--- config.mk ---
export PLATFORM = sky130hd
export DESIGN_NAME = mipsRegFile
export DESIGN_NICKNAME = d
export VERILOG_FILES = /design/src/common/mipsPkg.sv /design/src/source/mipsRegFile.sv
export SDC_FILE = /design/constraint.sdc
export NUM_CORES = 2
export LEC_CHECK = 0
export ABC_AREA = 1
export BUFFER_PORTS_ARGS = -buffer_cell sky130_fd_sc_hd__buf_2
export CAP_MARGIN = 20
export CELL_PAD_IN_SITES_DETAIL_PLACEMENT = 1
export CELL_PAD_IN_SITES_GLOBAL_PLACEMENT = 2
export CORE_MARGIN = 5
export CORE_UTILIZATION = 35
export CTS_CLUSTER_DIAMETER = 100
export DETAILED_ROUTE_END_ITERATION = 16
export HOLD_SLACK_MARGIN = 0.1
export PLACE_DENSITY = 0.9
export SLEW_MARGIN = 40
export SYNTH_ARGS = -nofsm -noshare
export SYNTH_HDL_FRONTEND = slang
export SYNTH_SLANG_ARGS = --single-unit
--- constraint.sdc ---
create_clock -name clk -period 2.1 [get_ports clk]
set_input_delay 0.105 -clock clk [delete_from_list [all_inputs] [get_ports clk]]
set_output_delay 0.105 -clock clk [all_outputs]
set_load 0.005 [all_outputs]
--- src/common/mipsPkg.sv ---
package mipsPkg;

    typedef logic [31:0] wordT;     // data or address word
    typedef logic [4:0]  regAddrT;  // register index

    // primary opcodes still decoded by the core
    typedef enum logic [5:0] {
        OP_RTYPE = 6'b000000,
        OP_BEQ   = 6'b000100,
        OP_BNE   = 6'b000101,
        OP_ADDIU = 6'b001001,
        OP_ANDI  = 6'b001100,
        OP_ORI   = 6'b001101,
        OP_XORI  = 6'b001110,
        OP_LUI   = 6'b001111,
        OP_LW    = 6'b100011,
        OP_SW    = 6'b101011
    } opCodeT;

    // function field of R-type words
    typedef enum logic [5:0] {
        FN_JR   = 6'b001000,
        FN_ADDU = 6'b100001,
        FN_SUBU = 6'b100011,
        FN_AND  = 6'b100100,
        FN_OR   = 6'b100101,
        FN_XOR  = 6'b100110,
        FN_SLT  = 6'b101010,
        FN_SLTU = 6'b101011
    } fnCodeT;

    typedef enum logic [3:0] {
        ALU_ADD  = 4'd0,
        ALU_SUB  = 4'd1,
        ALU_AND  = 4'd2,
        ALU_OR   = 4'd3,
        ALU_XOR  = 4'd4,
        ALU_SLT  = 4'd5,
        ALU_SLTU = 4'd6,
        ALU_LUI  = 4'd7
    } aluOpT;

    // multicycle sequence, one pass per instruction
    typedef enum logic [2:0] {
        S_FETCH     = 3'b000,
        S_DECODE    = 3'b001,
        S_EXECUTE   = 3'b010,
        S_MEMORY    = 3'b011,
        S_WRITEBACK = 3'b100,
        S_HALTED    = 3'b111
    } cpuStateT;

    localparam regAddrT REG_ZERO = 5'd0;
    localparam regAddrT REG_V0   = 5'd2;   // result register seen by the outside

    // fetching from here stops the core
    localparam wordT HALT_ADDR = 32'h0000_0000;

endpackage
--- src/source/mipsRegFile.sv ---
`timescale 1ns/1ps

module mipsRegFile import mipsPkg::*; (
    input  logic    clk,
    input  logic    reset,
    input  logic    writeEnable,
    input  regAddrT writeAddress,
    input  wordT    writeData,
    input  regAddrT readAddressA,
    output wordT    readDataA,
    input  regAddrT readAddressB,
    output wordT    readDataB,
    output wordT    registerV0
);

    wordT regs [32];

    always_ff @(posedge clk) begin
        if (reset) begin
            for (int i = 0; i < 32; i++) begin
                regs[i] <= '0;
            end
        end else if (writeEnable && writeAddress != REG_ZERO) begin
            regs[writeAddress] <= writeData;    // $zero never changes
        end
    end

    // asynchronous reads, new value shows one cycle after the write
    assign readDataA = regs[readAddressA];
    assign readDataB = regs[readAddressB];

    assign registerV0 = regs[REG_V0];

endmodule

# Word level (Yosys, flattened, before mapping)
# Memory sizes are Yosys's and may differ from the RTL's.
# Cells that the tools add are included.
# Widths: inputs -> output; s select.
# op_classes
muxes,8
reduce_logical,3
# ops
operator,count
$mux 32,1
$reduce_or 32->1,1
$mux 1,6
$mux 5,1
$reduce_bool 5->1,1
$logic_and 1x1->1,1
# totals
register_bits,0
mem_bits_rw,1024
input_bits,50
output_inout_bits,96
wordCells,12
n_memories,1
# memory_table
memory,depth,word_bits,rd,rd_clocked_by_memory_dff,wr,line_no,rtl
regs,32,32,3,0,32,mipsRegFile.sv:16,wordT regs [32];

# Longest topological paths before layout
# depth
ltp_word,7
ltp_mapped,12
depth_no_buf,9

# Worst setup path before layout
# OpenSTA, ideal clock, no wires.
# synth_timing
path_type,in2reg
from,input port writeEnable
to,memory regs[10][0] (netlist bit) (enable)
setup_time_ps,389
t_arrival_ps,1824
required_time_ps,1711
path_slack_ps,-113
path_stages,7
path_buffers,1
cell_sequence,inv_1 > nor2_1 > o21ai_0 > nor3_2 > nand2_1 > buf_6 > nand2_1
# synth_rtl
element,line_no,rtl
"start, declared",mipsRegFile.sv:6,"input logic writeEnable,"
"end, declared",mipsRegFile.sv:16,

==> impl_metrics.ini <==
[sta]
final-setup-viol-count = 23
rsz0062_at_grt = yes
worst_pin_slew_ns = 0.894
min_period_ns = 2.22
slew_violations = 0
min_period_over_period_pct = 106
hold_viol = 0
slew_headroom_pct = 40.4
timing.fmax_ghz = 0.450
fin_ws_ns = -0.120

[pwr]
p_sw_share_pct = 29.4
p_per_area_nw_per_um2 = 774
irDropWorstVdd_v = 0.000742
internal_power_uw = 37400
combPwrFrac_pct = 16.6
power.share.clock_pct = 37.5
power_frac_seq_pct = 45.9
p_leak_uw = 0.0287
p_switching_uw = 15600

[final_layout]
largest_register_ffs = 1024
fill_cells = 18900
seq_area_um2 = 30700
syn2layout_area_growth_pct = 21.6
fin_cells = 9498
regMostFlops = regs
layout_commonest_cell = nand2_1
reg_top3 = regs: 1024 flops
multiInputGateArea_um2 = 25200
n_antenna_cell = 0
nNetsFinal = 7291
mostFrequentLayoutCells = 2536 x nand2_1, 1343 x nand3_1, 1024 x edfxtp_1
finish.utilization_pct = 42.7
drive_gt1_share_pct = 17.5

[yosys]
syn_area_um2 = 56300
synth_top_area_share_pct = 54.6
synth_largest_area_cell = edfxtp_1
syn_inst = 7191
synth_area_leaders = edfxtp_1 55%, nand2_1 20%, nand3_1 14%
syn_avg_cell_area_um2 = 7.83
synth-seq-cells = 1024
synth.distinct_cells = 16
yosysSeqAreaShare_pct = 54.6
yosysWarnings = 0

[placement]
pre_cts_slack_ns = -0.00358
dp_hpwl_um = 156000
dp_cells = 9228
io_buffers = 145
gp_congestion = 0.883

[worst_hold_path]
hold_path_class = in2reg

[grt]
grt_max_degree = 89
gr-total-overflow = 0
antenna_found_initial = 3
track_usage_pct = 28.6
grt_pass1_wl_um = 364000
first_global_vias = 56700

[setup_path]
cp.arrival_ns = 2.11
cp_max_fo = 3
timing_worst_setup_path_type = reg2out
critical_path_required_ns = 2.00
cp-end-kind = output port
start_kind = flop

[clocking]
path_clk_slew_ns = 0.07
root_buffer = clkbuf_16
cts_tree = built
clock-sinks = 1024
clk_path_buf_depth = 3
h-tree-depth = 3
numCtsBuffers = 112

[route]
vias = 55300
routed_wl_um = 253000
viasPerCell = 5.82
drtPass1Iterations = 6
drt_iter0_drc = 6661
wl_per_cell_um = 26.6
drc_errors = 0
ant_nets = 0

[floorplanning]
initial_core_util_pct = 35.1
die_area_um2 = 169000
die_h_um = 411
placementRows = 147
core_area_um2 = 160000
fp.dieW_um = 411
ioPinCount = 146

[flow_run]
cap_violations = 0

[status]
failed_checks = negative setup slack
status = finished with violations
==> cell type report <==
| type | count | area share (%) |
|---|---|---|
| sequential | 1024 | 44.9 |
| multi-input combinational | 5517 | 36.9 |
| timing repair buffer | 534 | 8.58 |
| clock buffer | 124 | 4.22 |
| tap | 2160 | 3.95 |
| clock inverter | 87 | 1.04 |
| inverter | 52 | 0.346 |
==> critical path, cell delays in order, from the launching register on <==
cell and delay, ns:
edfxtp_1 0.52, nand2_1 0.13, nand3_1 0.09, nand3_2 0.11, nand2_4 0.07, nand2_2 0.06, nand2_2 0.08, nand2_2 0.11
nand2_1 0.07, buf_2 0.13
==> cell usage after synthesis <==
cell      number
nand2_1     2943
nand3_1     1537
edfxtp_1    1024
nor2_1       993
clkbuf_1     439
buf_1         93
buf_2         49
buf_6         48
inv_1         48
nor3_1         7
inv_2          4
nor3_2         2
conb_1         1
nand3_2        1
nand4_1        1
o21ai_0        1
==> through the flow <==
| step | instance area, um^2 | total power, uW | setup TNS, ns | hold WS [ns] |
|---|---|---|---|---|
| finish | 68400 | 52900 | -0.993 | 0.187 |
| global route | 68400 | 54500 | -3.47 | 0.201 |
| CTS | 66500 | 52300 | -3.05 | 0.144 |
| detailed placement | 61600 | 32300 | -0.00358 | 0.581 |
| global placement | 61600 | 32100 | 0 | 0.580 |
| floorplan | 56400 | 28600 | 0 | 0.344 |
==> final timing paths <==
kind  slack [ns]  cells after the start            start            to
min         0.19                      5  writeAddress[2]  regs[24][16]
max        -0.12                      9       regs[2][8]  readDataA[8]
==> power by group through the flow <==
stage	clock network (uW)	logic, uW	registers, uW
final	19800	8810	24300
after global placement	0	7490	24600
after CTS	19900	8090	24200
after global routing	20800	9290	24400
after detailed placement	0	7660	24700
after floorplan	0	4090	24500
==> what timing repair did <==
action / CTS / global route
endpoints found under the setup margin: 63 / 64
hold buffers: 32 / 0
hold endpoints to repair: 992 / 0
resized for setup: 268 / 451
setup buffers: 14 / 13
pin swaps: 118 / 314
==> layer usage <==
metal	share of wire, %	track usage, %
met5	0.0051	0
met4	4.3	12.2
met3	9.3	4.78
met2	47	47.9
met1	39	36.8
==> logic make-up after synthesis <==
logic type             count (synthesis)  synth area share (%)
other                                  1               0.00666
AOI/OAI and AO/OA                      1               0.00889
DFF                                 1024                  54.6
and+or+nand+nor                     5484                  40.1
buffers and inverters                681                  5.29
Note: power is estimated with default switching activity, not from simulation.
