==> src/common/mipsPkg.sv <==
package mipsPkg;

    typedef logic [31:0] wordT;     // data or address word
    typedef logic [4:0]  regAddrT;  // register index

    // primary opcodes still decoded by the core
    typedef enum logic [5:0] {
        OP_RTYPE = 6'b000000,
        OP_BEQ   = 6'b000100,
        OP_BNE   = 6'b000101,
        OP_ADDIU = 6'b001001,
        OP_ANDI  = 6'b001100,
        OP_ORI   = 6'b001101,
        OP_XORI  = 6'b001110,
        OP_LUI   = 6'b001111,
        OP_LW    = 6'b100011,
        OP_SW    = 6'b101011
    } opCodeT;

    // function field of R-type words
    typedef enum logic [5:0] {
        FN_JR   = 6'b001000,
        FN_ADDU = 6'b100001,
        FN_SUBU = 6'b100011,
        FN_AND  = 6'b100100,
        FN_OR   = 6'b100101,
        FN_XOR  = 6'b100110,
        FN_SLT  = 6'b101010,
        FN_SLTU = 6'b101011
    } fnCodeT;

    typedef enum logic [3:0] {
        ALU_ADD  = 4'd0,
        ALU_SUB  = 4'd1,
        ALU_AND  = 4'd2,
        ALU_OR   = 4'd3,
        ALU_XOR  = 4'd4,
        ALU_SLT  = 4'd5,
        ALU_SLTU = 4'd6,
        ALU_LUI  = 4'd7
    } aluOpT;

    // multicycle sequence, one pass per instruction
    typedef enum logic [2:0] {
        S_FETCH     = 3'b000,
        S_DECODE    = 3'b001,
        S_EXECUTE   = 3'b010,
        S_MEMORY    = 3'b011,
        S_WRITEBACK = 3'b100,
        S_HALTED    = 3'b111
    } cpuStateT;

    localparam regAddrT REG_ZERO = 5'd0;
    localparam regAddrT REG_V0   = 5'd2;   // result register seen by the outside

    // fetching from here stops the core
    localparam wordT HALT_ADDR = 32'h0000_0000;

endpackage
==> src/control/mipsControl.sv <==
`timescale 1ns/1ps

module mipsControl import mipsPkg::*; #(
    parameter wordT resetVector = 32'hBFC00000
) (
    input  logic    clk,
    input  logic    reset,
    input  logic    waitrequest,
    input  wordT    readdata,
    output logic    active,
    output logic    read,
    output logic    write,
    output wordT    address,
    output wordT    writedata,
    output logic [3:0] byteenable,
    output regAddrT regAddrA,
    output regAddrT regAddrB,
    input  wordT    regReadA,
    input  wordT    regReadB,
    output logic    regWriteEnable,
    output regAddrT regWriteAddress,
    output wordT    regWriteData,
    output aluOpT   aluOp,
    output wordT    aluA,
    output wordT    aluB,
    input  wordT    aluResult,
    input  logic    aluZero
);

    // taken -> the next instruction is the delay slot -> then jump
    typedef enum logic [1:0] {BR_NONE, BR_TAKEN, BR_DELAY} branchT;

    cpuStateT state;
    branchT   branch;
    wordT     instr;    // instruction register
    wordT     pc;
    wordT     target;

    opCodeT  opCode;
    fnCodeT  fnCode;
    wordT    immSign;
    wordT    immZero;
    wordT    branchTarget;
    logic    isJr;
    logic    isLoad;
    logic    isStore;
    logic    fetchHalt;
    logic    stall;
    logic    takeBranch;
    logic    writesReg;

    assign opCode  = opCodeT'(instr[31:26]);
    assign fnCode  = fnCodeT'(instr[5:0]);
    assign immSign = {{16{instr[15]}}, instr[15:0]};
    assign immZero = {16'h0000, instr[15:0]};
    assign branchTarget = pc + 32'd4 + {immSign[29:0], 2'b00};

    assign isJr      = (opCode == OP_RTYPE) && (fnCode == FN_JR);
    assign isLoad    = (opCode == OP_LW);
    assign isStore   = (opCode == OP_SW);
    assign fetchHalt = (pc == HALT_ADDR);

    // no requests while reset is held
    assign read  = !reset && ((state == S_FETCH && !fetchHalt) || (state == S_MEMORY && isLoad));
    assign write = !reset && (state == S_MEMORY) && isStore;
    assign address    = (state == S_FETCH) ? pc : aluResult;
    assign writedata  = regReadB;
    assign byteenable = 4'b1111;    // word accesses only
    assign stall = (read || write) && waitrequest;

    assign regAddrA = instr[25:21];     // rs
    assign regAddrB = instr[20:16];     // rt

    always_comb begin
        aluOp     = ALU_ADD;
        writesReg = 1'b1;
        case (opCode)
            OP_RTYPE: begin
                case (fnCode)
                    FN_SUBU: aluOp = ALU_SUB;
                    FN_AND:  aluOp = ALU_AND;
                    FN_OR:   aluOp = ALU_OR;
                    FN_XOR:  aluOp = ALU_XOR;
                    FN_SLT:  aluOp = ALU_SLT;
                    FN_SLTU: aluOp = ALU_SLTU;
                    FN_ADDU: aluOp = ALU_ADD;
                    default: writesReg = 1'b0;  // JR and unknown codes
                endcase
            end
            OP_ANDI: aluOp = ALU_AND;
            OP_ORI:  aluOp = ALU_OR;
            OP_XORI: aluOp = ALU_XOR;
            OP_LUI:  aluOp = ALU_LUI;
            OP_ADDIU, OP_LW: aluOp = ALU_ADD;
            OP_BEQ, OP_BNE: begin
                aluOp     = ALU_SUB;
                writesReg = 1'b0;
            end
            default: writesReg = 1'b0;      // SW and anything unknown
        endcase
    end

    assign takeBranch = (opCode == OP_BEQ && aluZero) || (opCode == OP_BNE && !aluZero) || isJr;

    assign regWriteAddress = (opCode == OP_RTYPE) ? instr[15:11] : instr[20:16];
    assign regWriteData    = isLoad ? readdata : aluResult;
    assign regWriteEnable  = (state == S_WRITEBACK) && writesReg && (regWriteAddress != REG_ZERO);

    always_ff @(posedge clk) begin
        if (reset) begin
            state  <= S_FETCH;
            active <= 1'b1;
            pc     <= resetVector;
            branch <= BR_NONE;
        end else begin
            case (state)
                S_FETCH: begin
                    if (fetchHalt) begin
                        active <= 1'b0;
                        state  <= S_HALTED;
                    end else if (!stall) begin
                        state <= S_DECODE;
                    end
                end
                S_DECODE:  state <= S_EXECUTE;
                S_EXECUTE: state <= S_MEMORY;
                S_MEMORY: begin
                    if (!stall) begin
                        state <= S_WRITEBACK;
                        if (takeBranch) begin
                            branch <= BR_TAKEN;
                        end
                    end
                end
                S_WRITEBACK: begin
                    state  <= S_FETCH;
                    pc     <= (branch == BR_DELAY) ? target : pc + 32'd4;
                    branch <= (branch == BR_TAKEN) ? BR_DELAY : BR_NONE;
                end
                default: state <= S_HALTED;     // halted for good
            endcase
        end
    end

    always_ff @(posedge clk) begin
        if (state == S_DECODE) begin
            instr <= readdata;  // data of the fetch that just completed
        end
        if (state == S_EXECUTE) begin
            aluA <= regReadA;
            case (opCode)
                OP_RTYPE, OP_BEQ, OP_BNE:        aluB <= regReadB;
                OP_ANDI, OP_ORI, OP_XORI, OP_LUI: aluB <= immZero;
                default:                          aluB <= immSign;
            endcase
        end
        if (state == S_MEMORY && takeBranch) begin
            target <= isJr ? aluA : branchTarget;   // aluA still holds rs
        end
    end

    busExclusive: assert property (@(posedge clk) disable iff (reset) !(read && write));
    wordAligned: assert property (@(posedge clk) disable iff (reset)
        (read || write) |-> address[1:0] == 2'b00);
    requestHeld: assert property (@(posedge clk) disable iff (reset)
        stall |=> $stable({read, write, address, writedata}));

endmodule

==> config.mk <==
export PLATFORM = sky130hd
export DESIGN_NAME = mipsControl
export DESIGN_NICKNAME = d
export VERILOG_FILES = /design/src/common/mipsPkg.sv /design/src/control/mipsControl.sv
export SDC_FILE = /design/constraint.sdc
export NUM_CORES = 1
export LEC_CHECK = 0
export ABC_AREA = 1
export BUFFER_PORTS_ARGS = -buffer_cell sky130_fd_sc_hd__buf_2
export CELL_PAD_IN_SITES_DETAIL_PLACEMENT = 0
export CELL_PAD_IN_SITES_GLOBAL_PLACEMENT = 1
export CORE_MARGIN = 5
export CORE_UTILIZATION = 40
export DETAILED_ROUTE_END_ITERATION = 6
export PLACE_DENSITY_LB_ADDON = 0.15
export SLEW_MARGIN = 10
export SYNTH_ARGS = -nofsm -noshare
export SYNTH_HDL_FRONTEND = slang
export SYNTH_SLANG_ARGS = --single-unit
==> constraint.sdc <==
create_clock -name clk -period 8.9 [get_ports clk]
set_input_delay 1.78 -clock clk [delete_from_list [all_inputs] [get_ports clk]]
set_output_delay 1.78 -clock clk [all_outputs]
set_load 0.1 [all_outputs]
# --- Word-level counts from Yosys, hierarchy flattened ---
# Cells that the tools add are included.
totals:
  regBits: 166
  out_inout_bits: 187
  wordCells: 86
op_classes:
  eq_ne: 26
  mux: 18
  n_reduce_logical: 32
  n_addsub: 2
op_table:
  columns: ["op", "n"]
  rows:
  - ["2-to-1 mux 32 bit", 4]
  - ["case mux 32 bit (2 select lines)", 1]
  - ["equality test 6 bit, second input constant", 9]
  - ["equality test 6 x 4 -> 1 bit, second input constant", 6]
  - ["case mux 3 bit (6 select lines)", 2]
  - ["adder 32 x 3 -> 32 bit, second input constant", 1]
  - ["adder 32 bit", 1]
  - ["logical NOT 32 bit", 1]
  - ["case mux 3 bit (5 select lines)", 1]
  - ["equality test 6 x 3 -> 1 bit, second input constant", 2]
  - ["logical AND 1 bit", 12]
  - ["2-to-1 mux 3 bit", 3]
  - ["OR reduction 7 bit", 1]
  - ["equality test 3 x 2 -> 1 bit, second input constant", 2]
  - ["logical NOT 6 bit", 1]
  - ["2-to-1 mux 2 bit", 3]
  - ["OR reduction 6 bit", 1]
  - ["2-to-1 mux 5 bit", 1]
  - ["nonzero test 5 bit", 1]
  - ["logical OR 1 bit", 4]
  - ["!= test 2 bit, second input constant", 2]
  - ["case mux 2 bit (2 select lines)", 1]
  - ["AND reduction 2 bit", 2]
  - ["OR reduction 4 bit", 1]
  - ["13 further kinds", 15]

# --- Longest topological paths before layout ---
# Gate-level depths: netlist (run 1).
depth:
  word_depth: 10
  depth_mapped: 20

# --- Worst setup path before layout (run 1) ---
# OpenSTA, ideal clock, no wires.
synth_timing:
  kind: "register to output"
  startpoint: "register instr[30]"
  endpoint: "output port regWriteEnable"
  path_slack_ps: 2503
  arrival_time_ps: 4617
  stages_incl_launch_ff: 7
  path_buffers: 1
  cell_sequence: "edfxtp_1 nor2_4 nand3_1 buf_2 o21ai_0 nor4_1 nor2_1"
synth_rtl:
  columns: ["element", "line", "rtl"]
  rows:
  - ["from (decl)", "mipsControl.sv:35", "wordT instr;"]
  - ["from (signal assigned)", "mipsControl.sv:147", "instr <= readdata;"]
  - ["logical NOT 6 bit", "mipsControl.sv:105", "assign regWriteAddress = (opCode == OP_RTYPE) ? instr[15:11] : instr[20:16];"]
  - ["2-to-1 mux 5 bit", "mipsControl.sv:105", null]
  - ["named net regWriteAddress[3]", "mipsControl.sv:21", "output regAddrT regWriteAddress,"]
  - ["nonzero test 5 bit", "mipsControl.sv:107", "assign regWriteEnable = (state == S_WRITEBACK) && writesReg && (regWriteAddress != REG_ZERO);"]
  - ["logical AND 1 bit", "mipsControl.sv:107", null]
  - ["to (decl)", "mipsControl.sv:20", "output logic regWriteEnable,"]
# The timed path passes the listed nets, and every way through them passes these cells.

# --- Worst setup path in the final report (run 1) ---
layout_timing:
  startpoint: "input port reset"
  endpoint: "output port read"
layout_via:
  elab_chain_cells: 2
layout_rtl:
  columns: ["element", "line", "rtl"]
  rows:
  - ["from (decl)", "mipsControl.sv:7", "input logic reset,"]
  - ["logical NOT 1 bit", "mipsControl.sv:64", "assign read = !reset && ((state == S_FETCH && !fetchHalt) || (state == S_MEMORY && isLoad));"]
  - ["logical AND 1 bit", "mipsControl.sv:64", null]
  - ["to (decl)", "mipsControl.sv:11", "output logic read,"]
# No other way between the ends.

==> results of run 1 <==
[how the worst max path moves through the flow]
stage,start,to,slack (ps),cells after the start
after floorplan,instr[30]$_DFFE_PP_,regWriteEnable,2500,6
after global placement,reset,read,3800,5
after detailed placement,reset,read,3800,5
after CTS,reset,read,3800,5
after global routing,reset,read,3680,5
final,reset,read,3800,5
[cell usage in the layout (no fill, tap or decap), types with 9 or more instances in the layout]
cell and count:
a31oi_1 13, a221oi_1 9, dfxtp_1 38, inv_1 147, ha_1 38, o21bai_1 9
a21oi_1 43, xor2_1 21, nand4_1 18, buf_2 313, edfxtp_1 128, xnor2_1 12
nor3_1 17, o21ai_0 83, clkbuf_16 17, nand2_1 537, nor2_1 97, nand3_1 73
[flip-flops by register name (all words and copies together) (netlist names)]
register,flops
state,3
target,32
aluA,32
instr,32
branch,2
pc,32
aluB,32
active,1
[area by class of cell]
cell class	instances	area share
repair buffers	320	0.126
clock inverters	15	0.0125
inverters	154	0.0451
well taps	335	0.0327
flip-flops and latches	166	0.359
clock buffers	17	0.0332
multi-input cells	1029	0.391
[power by group through the flow]
stage	combinational (W)	sequential (W)	clock [W]
finish	0.000985	0.000939	0.000743
global route	0.00104	0.000944	0.000790
CTS	0.000988	0.000939	0.000758
detailed placement	0.000986	0.000957	0
global placement	0.000982	0.000954	0
floorplan	0.000624	0.00114	0
[synth_stat cells (7+ instances only)]
master | count | share of area
buf_4 | 48 | 0.034
dfxtp_1 | 38 | 0.071
nor2_1 | 98 | 0.034
xnor2_1 | 12 | 0.0098
nor3_1 | 19 | 0.0089
nand2_2 | 7 | 0.0041
inv_1 | 148 | 0.052
ha_1 | 38 | 0.044
nand2_1 | 537 | 0.19
clkbuf_1 | 17 | 0.0060
buf_2 | 18 | 0.0084
a221oi_1 | 9 | 0.0074
o21bai_1 | 9 | 0.0063
o21ai_0 | 83 | 0.039
nand4_1 | 18 | 0.011
a31oi_1 | 13 | 0.0076
nand3_1 | 73 | 0.034
xor2_1 | 21 | 0.017
a21oi_1 | 43 | 0.020
edfxtp_1 | 128 | 0.36
[cell families (layout without fill, tap and decap cells)]
logic type / count (synthesis) / in the layout / synth area share
other: 2 / 5 / 0.000702
and+or+nand+nor: 780 / 780 / 0.303
adders and majority gates: 39 / 39 / 0.0463
AOI/OAI and AO/OA: 171 / 171 / 0.0890
xor gates and xnor gates: 34 / 34 / 0.0285
DFF: 166 / 166 / 0.431
buffers and inverters: 237 / 506 / 0.102
[worst reg2reg max path, delay by kind of cell, from the launching register on]
kind	cells	cell delay [ps]
buffers and inverters	3	350
xor gates and xnor gates	1	310
DFF	1	460
adders and majority gates	1	350
and+or+nand+nor	13	1740
[per-layer routing]
layer  wire length, microns  vias up
met5                      0        -
met4                    865        0
met3                   2330       44
met2                  17900      365
met1                  16600     4750
li1                       -     5112
[through the flow]
step	area [sq um]	util	instances	power, W	hold slack (ps)
after floorplan	10700	-	1432	0.00177	435
after global placement	12200	0.467	2004	0.00194	447
after detailed placement	12200	0.467	2004	0.00194	447
after CTS	12800	0.490	2036	0.00268	459
after global routing	12800	0.490	2036	0.00277	488
final	12800	0.490	2036	0.00267	462
==> reports/qor.yml, run 1 <==
yosys:
  synth_edf_count: 128
  yosysUniqueCellTypes: 42
  netlist_instances: 1429
  netlist_area_sq_um: 10700
  synth-seq-cells: 166
  postSynthAreaPerCell_sq_um: 7.48
  ys.flop_type: "edfxtp_1"
  yosysWarnings: 0
  yosysSeqAreaShare: 0.431
  async_flop_share: 0
detailed_routing:
  drc: 0
  firstDrtPassIters: 5
  ant_nets: 0
  routed_wl_microns: 37700
  num_vias: 10300
  drt-initial-drc-count: 790
  wl_per_cell_microns: 18.5
  vias_per_cell: 5.04
layout:
  fin_nets: 1859
  nFillCells: 2684
  multi_input_area_sq_um: 5020
  diodes: 0
  drive_above_1_share: 0.229
  syn2layout_area_growth_pct: 19.9
  register_area_sq_um: 4600
setup_path:
  crit_family: "buffers and inverters"
  end_kind: "output pin"
  required_ps: 7120
  critPathMostFrequentCell: "buf_2"
  critPathMaxFanout: 33
  r2r_end: "target[31]$_DFFE_PP_"
  critPathSlowestCell: "buf_2"
  r2r_cells: 18
  critPathArrivalTime_ps: 3320
  max_stage_delay_ps: 510
  startpoint_type: "primary input"
  rrSetupSlack_ps: 5450
  worstSetupPathType: "primary input to output pin"
  worstPathCellList: "buf_2, clkinv_1, nand3_1, nand2_1, buf_2"
  path_buf_inv: 3
  r2r_start: "pc[2]$_SDFFE_PP0P_"
clock_network:
  cts_max_path_buffers: 2
  ctsHtreeMaxLevel: 4
  cts_buffers: 17
  cts_hold_buf: 0
  clk_pin_slew_ps: 70
  postCtsSetupRepairBufs: 0
  ctsRootBufferMaster: "clkbuf_16"
  insertion_delay_ps: 440
  cts_tree: "done"
  cts_sinks: 166
  cts_resized: 0
placement:
  portBuffers: 313
  pre_cts_slack_ps: 3800
  hpwl_microns: 30300
  place.gp.congestion: 0.889
floorplan:
  die_x_microns: 174
  coreArea_sq_um: 26200
  die_y_microns: 174
  rows: 59
  ios: 319
  start_util: 0.408
  dieArea_sq_um: 30100
power:
  netSwitchingPower_w: 0.00123
  power.internal_w: 0.00143
  power_frac_comb: 0.369
  swShare: 0.463
  power_density_nw_per_um2: 208
  ir_drop_uv: 115
  power_frac_clock: 0.279
  p_leak_nw: 6.09
  seqPwrFrac: 0.352
timing:
  hold_viol_final: 0
  min_period_over_period: 0.573
  relSlewSlack: 0.289
  slew_violations: 0
  rsz0062_at_grt: "no"
  setup_ws_ps: 3800
  setup_viol: 0
  finalCriticalPeriod_ps: 5100
  fmaxAchievable_mhz: 196
  worst_slew_pin_slew_ps: 1070
  clock_skew_ps: 16.7
  setup_tns_ps: 0
grt:
  grt_first_pass_wirelength_microns: 56900
  grt_max_degree: 65
  grt_pass1_vias: 9994
  grt_use_met1: 0.319
  met2_usage: 0.416
  overflow: 0
  met3_usage: 0.0467
  grt_use_total: 0.244
  antenna_found_initial: 0
  busiest_layer: "met2"
min_path:
  min_path_cells: 2
  min_from: "active$_SDFFE_PP1P_"
  min_path_type: "register to register"
  hold_end: "active$_SDFFE_PP1P_"
run_status:
  status: "completed"
flow_run:
  maxCapViolCount: 0
Power figures use the tool's default switching activity.
==> run 2, diff against run 1 <==
- ABC_AREA: 1 -> 0
- CORE_UTILIZATION: 40 -> 36
- clock period: 8.9 -> 4.5 ns (I/O delays scaled with it)
==> reports/qor.yml, run 2 <==
yosys:
  yosysWarnings: 0  # unchanged
  postSynthAreaPerCell_sq_um: 10.2  # +36%
  synth-seq-cells: 166  # unchanged
  synth_top_cell_area_share: 0.372  # +0.0128
  yosysUniqueCellTypes: 80  # +90%
  ys.flop_type: "edfxtp_1"
  yosys-top-cells-area: "edfxtp_1 37%, mux2_2 9.3%, dfxtp_1 7.4%, ha_1 4.6%, a21oi_1 4.3%"
  synth.cells.most_frequent: "128 x edfxtp_1, 95 x nor2_1, 88 x a21oi_1, 88 x nand2_1, 85 x mux2_2"
  synth_top_area_cell: "edfxtp_1"
  netlist_area_sq_um: 10300  # -3.4%
  synth_edf_count: 128  # unchanged
  yosysSeqAreaShare: 0.446  # +0.0153
  netlist_instances: 1014  # -29%
  synthMostInstantiatedCell: "edfxtp_1"
  async_flop_share: 0  # unchanged
layout:
  final_common_cell: "buf_2"
  syn2layout_area_growth_pct: 21.2
  stdcell_count: 1660  # -18%
  nFillCells: 2825  # +5.3%
  fin_nets: 1433  # -23%
  drive_above_1_share: 0.382  # +0.153
  final_util: 0.439  # -0.0510
  layout_common_cells: "313 x buf_2, 128 x edfxtp_1, 93 x nor2_1"
timing:
  clock_skew_ps: 16.5  # -0.173 ps
  slew_violations: 0  # unchanged
  setup_tns_ps: 0  # unchanged
  fmaxAchievable_mhz: 245
  min_period_over_period: 0.908
  finalCriticalPeriod_ps: 4090
  hold_viol_final: 0  # unchanged
  setup_ws_ps: 415  # -3380 ps
  rsz0062_at_grt: "no"
  relSlewSlack: 0.379  # +0.0905
  holdWs_ps: 455  # -6.76 ps
  setup_viol: 0  # unchanged
  worst_slew_pin_slew_ps: 931  # -135 ps
placement:
  hpwl_microns: 26300  # -13%
  pre_cts_slack_ps: 461  # -3330 ps
  post-place-cells: 1627  # -19%
  place.gp.congestion: 0.850  # -4.4%
  portBuffers: 313  # unchanged
detailed_routing:
  top_layer: "met4"
  met3_wirelength_microns: 2170  # -6.9%
  wirelength_met1_microns: 16500  # -0.54%
  num_vias: 8567  # -17%
  ant_nets: 0  # unchanged
  drc: 0  # unchanged
  drt-initial-drc-count: 592  # -25%
  wl_met2_microns: 15100  # -16%
  firstDrtPassIters: 5  # unchanged
  routed_wl_microns: 34100  # -9.4%
  wl_per_cell_microns: 20.6  # +11%
  vias_per_cell: 5.16  # +2.3%
power:
  swShare: 0.411  # -0.0522
  power.internal_w: 0.00278  # +94%
  power_density_nw_per_um2: 376  # +81%
  ir_drop_uv: 209  # +81%
  netSwitchingPower_w: 0.00193  # +57%
  p_leak_nw: 5.08  # -16%
  power_frac_clock: 0.320  # +0.041
  seqPwrFrac: 0.381  # +0.029
  power_frac_comb: 0.299  # -0.070
floorplan:
  die_y_microns: 179  # +3.4%
  rows: 62  # +5.1%
  coreArea_sq_um: 28500  # +8.9%
  die_x_microns: 179  # +3.4%
  dieArea_sq_um: 32200  # +6.9%
  ios: 319  # unchanged
  start_util: 0.362  # -0.0464
setup_path:
  worstSetupPathType: "register to register"
  r2r_end: "target[31]$_DFFE_PP_"
  end_kind: "register"
  critPathMaxFanout: 9  # -73%
  r2r_start: "pc[2]$_SDFFE_PP0P_"
  r2r_cells: 16  # -2
  required_ps: 4670  # -2450 ps
  startpoint_type: "register"
  rrSetupSlack_ps: 410  # -5040 ps
  critPathArrivalTime_ps: 4250  # +930 ps
grt:
  grt_max_degree: 50  # -23%
  overflow: 0  # unchanged
  grt_pass1_vias: 8221  # -18%
  grt_first_pass_wirelength_microns: 50000  # -12%
  grt_use_total: 0.205  # -0.0389
  antenna_found_initial: 1  # +1
clock_network:
  clk_pin_slew_ps: 80  # about the same
  cts_buffers: 17  # unchanged
  cts_resized: 0  # unchanged
  cts_tree: "done"
  insertion_delay_ps: 440  # about the same
  ctsHtreeMaxLevel: 4  # unchanged
  ctsRootBufferMaster: "clkbuf_16"
  cts_max_path_buffers: 2  # unchanged
  cts_hold_buf: 0  # unchanged
  postCtsSetupRepairBufs: 0  # unchanged
  cts_sinks: 166  # unchanged
min_path:
  hold_end: "active$_SDFFE_PP1P_"
  min_from: "active$_SDFFE_PP1P_"
  min_path_cells: 1  # -1
  min_path_type: "register to register"
flow_run:
  maxCapViolCount: 0  # unchanged
run_status:
  status: "completed"
-- run 2: cell count changes after synthesis, moves of 9 or more --
| cell | delta |
|---|---|
| nand4_1 | -9 |
| mux2_2 | +85 |
| xnor2_1 | +14 |
| nand2_1 | -449 |
| a221oi_1 | -9 |
| clkbuf_1 | +16 |
| inv_1 | -143 |
| o21ai_0 | -29 |
| a21o_1 | +27 |
| buf_2 | -9 |
| nand2b_1 | +13 |
| nand3_1 | -48 |
| a21oi_1 | +45 |
-- run 2: power by group through the flow --
stage / combinational, W / sequential, W / clock [W]
4_1_cts: 0.00142 / 0.00179 / 0.00155
3_5_place_dp: 0.00141 / 0.00183 / 0
3_3_place_gp: 0.00141 / 0.00183 / 0
6_report: 0.00141 / 0.00179 / 0.00151
2_1_floorplan: 0.000911 / 0.00208 / 0
5_1_grt: 0.00147 / 0.00180 / 0.00161
-- run 2: final cells by class --
type | count | area, sq um | area share
clock buffers | 17 | 425 | 0.0340
inverters | 5 | 18.8 | 0.00150
multi-input cells | 742 | 5100 | 0.408
repair buffers | 330 | 1710 | 0.136
clock inverters | 15 | 175 | 0.0140
flip-flops and latches | 166 | 4600 | 0.368
diodes | 1 | 2.50 | 0.000200
well taps | 384 | 480 | 0.0384
-- run 2: worst max-delay path: stages (launching register included) --
cell	delay, ps
dfxtp_1	500
ha_1	320
nand3_1	100
nor2_1	300
nand4_1	280
nor2_1	320
nand4_1	220
xnor2_1	240
ha_1	360
a21o_1	250
o21ba_2	240
o21ai_0	60
nand2_1	100
nand2_1	80
o31ai_2	210
xnor2_1	150
o21ai_1	80
-- run 2: metrics by stage --
stage                     power, W  instance area, sq um
final                      0.00471                 12500
after global placement     0.00324                 11900
after floorplan            0.00299                 10300
after CTS                  0.00476                 12500
after detailed placement   0.00324                 11900
after global routing       0.00489                 12500
-- run 2: cell families (layout without fill, tap and decap cells) --
| logic type | after synthesis | count (layout) | share of synthesized area |
|---|---|---|---|
| buf+inv | 109 | 367 | 0.0661 |
| fa+ha+maj | 39 | 39 | 0.0480 |
| mux | 85 | 85 | 0.0927 |
| compound gates | 235 | 235 | 0.140 |
| xor+xnor | 57 | 57 | 0.0505 |
| other cells | 2 | 6 | 0.000727 |
| simple gates | 321 | 321 | 0.156 |
| flops | 166 | 166 | 0.446 |
-- run 2: worst max path at each step --
stage / start / endpoint / slack [ps]
3_5_place_dp: pc[2]$_SDFFE_PP0P_ / target[30]$_DFFE_PP_ / 460
2_1_floorplan: instr[29]$_DFFE_PP_ / aluOp[0] / 230
3_3_place_gp: pc[2]$_SDFFE_PP0P_ / target[30]$_DFFE_PP_ / 510
5_1_grt: pc[2]$_SDFFE_PP0P_ / target[30]$_DFFE_PP_ / 30
6_report: pc[2]$_SDFFE_PP0P_ / target[31]$_DFFE_PP_ / 410
4_1_cts: pc[2]$_SDFFE_PP0P_ / target[30]$_DFFE_PP_ / 420
-- run 2: per-layer routing --
layer  track usage  vias up
li1              -     4163
met1         0.301     4070
met2         0.323      309
met3        0.0359       25
met4        0.0368        0
met5             0        -
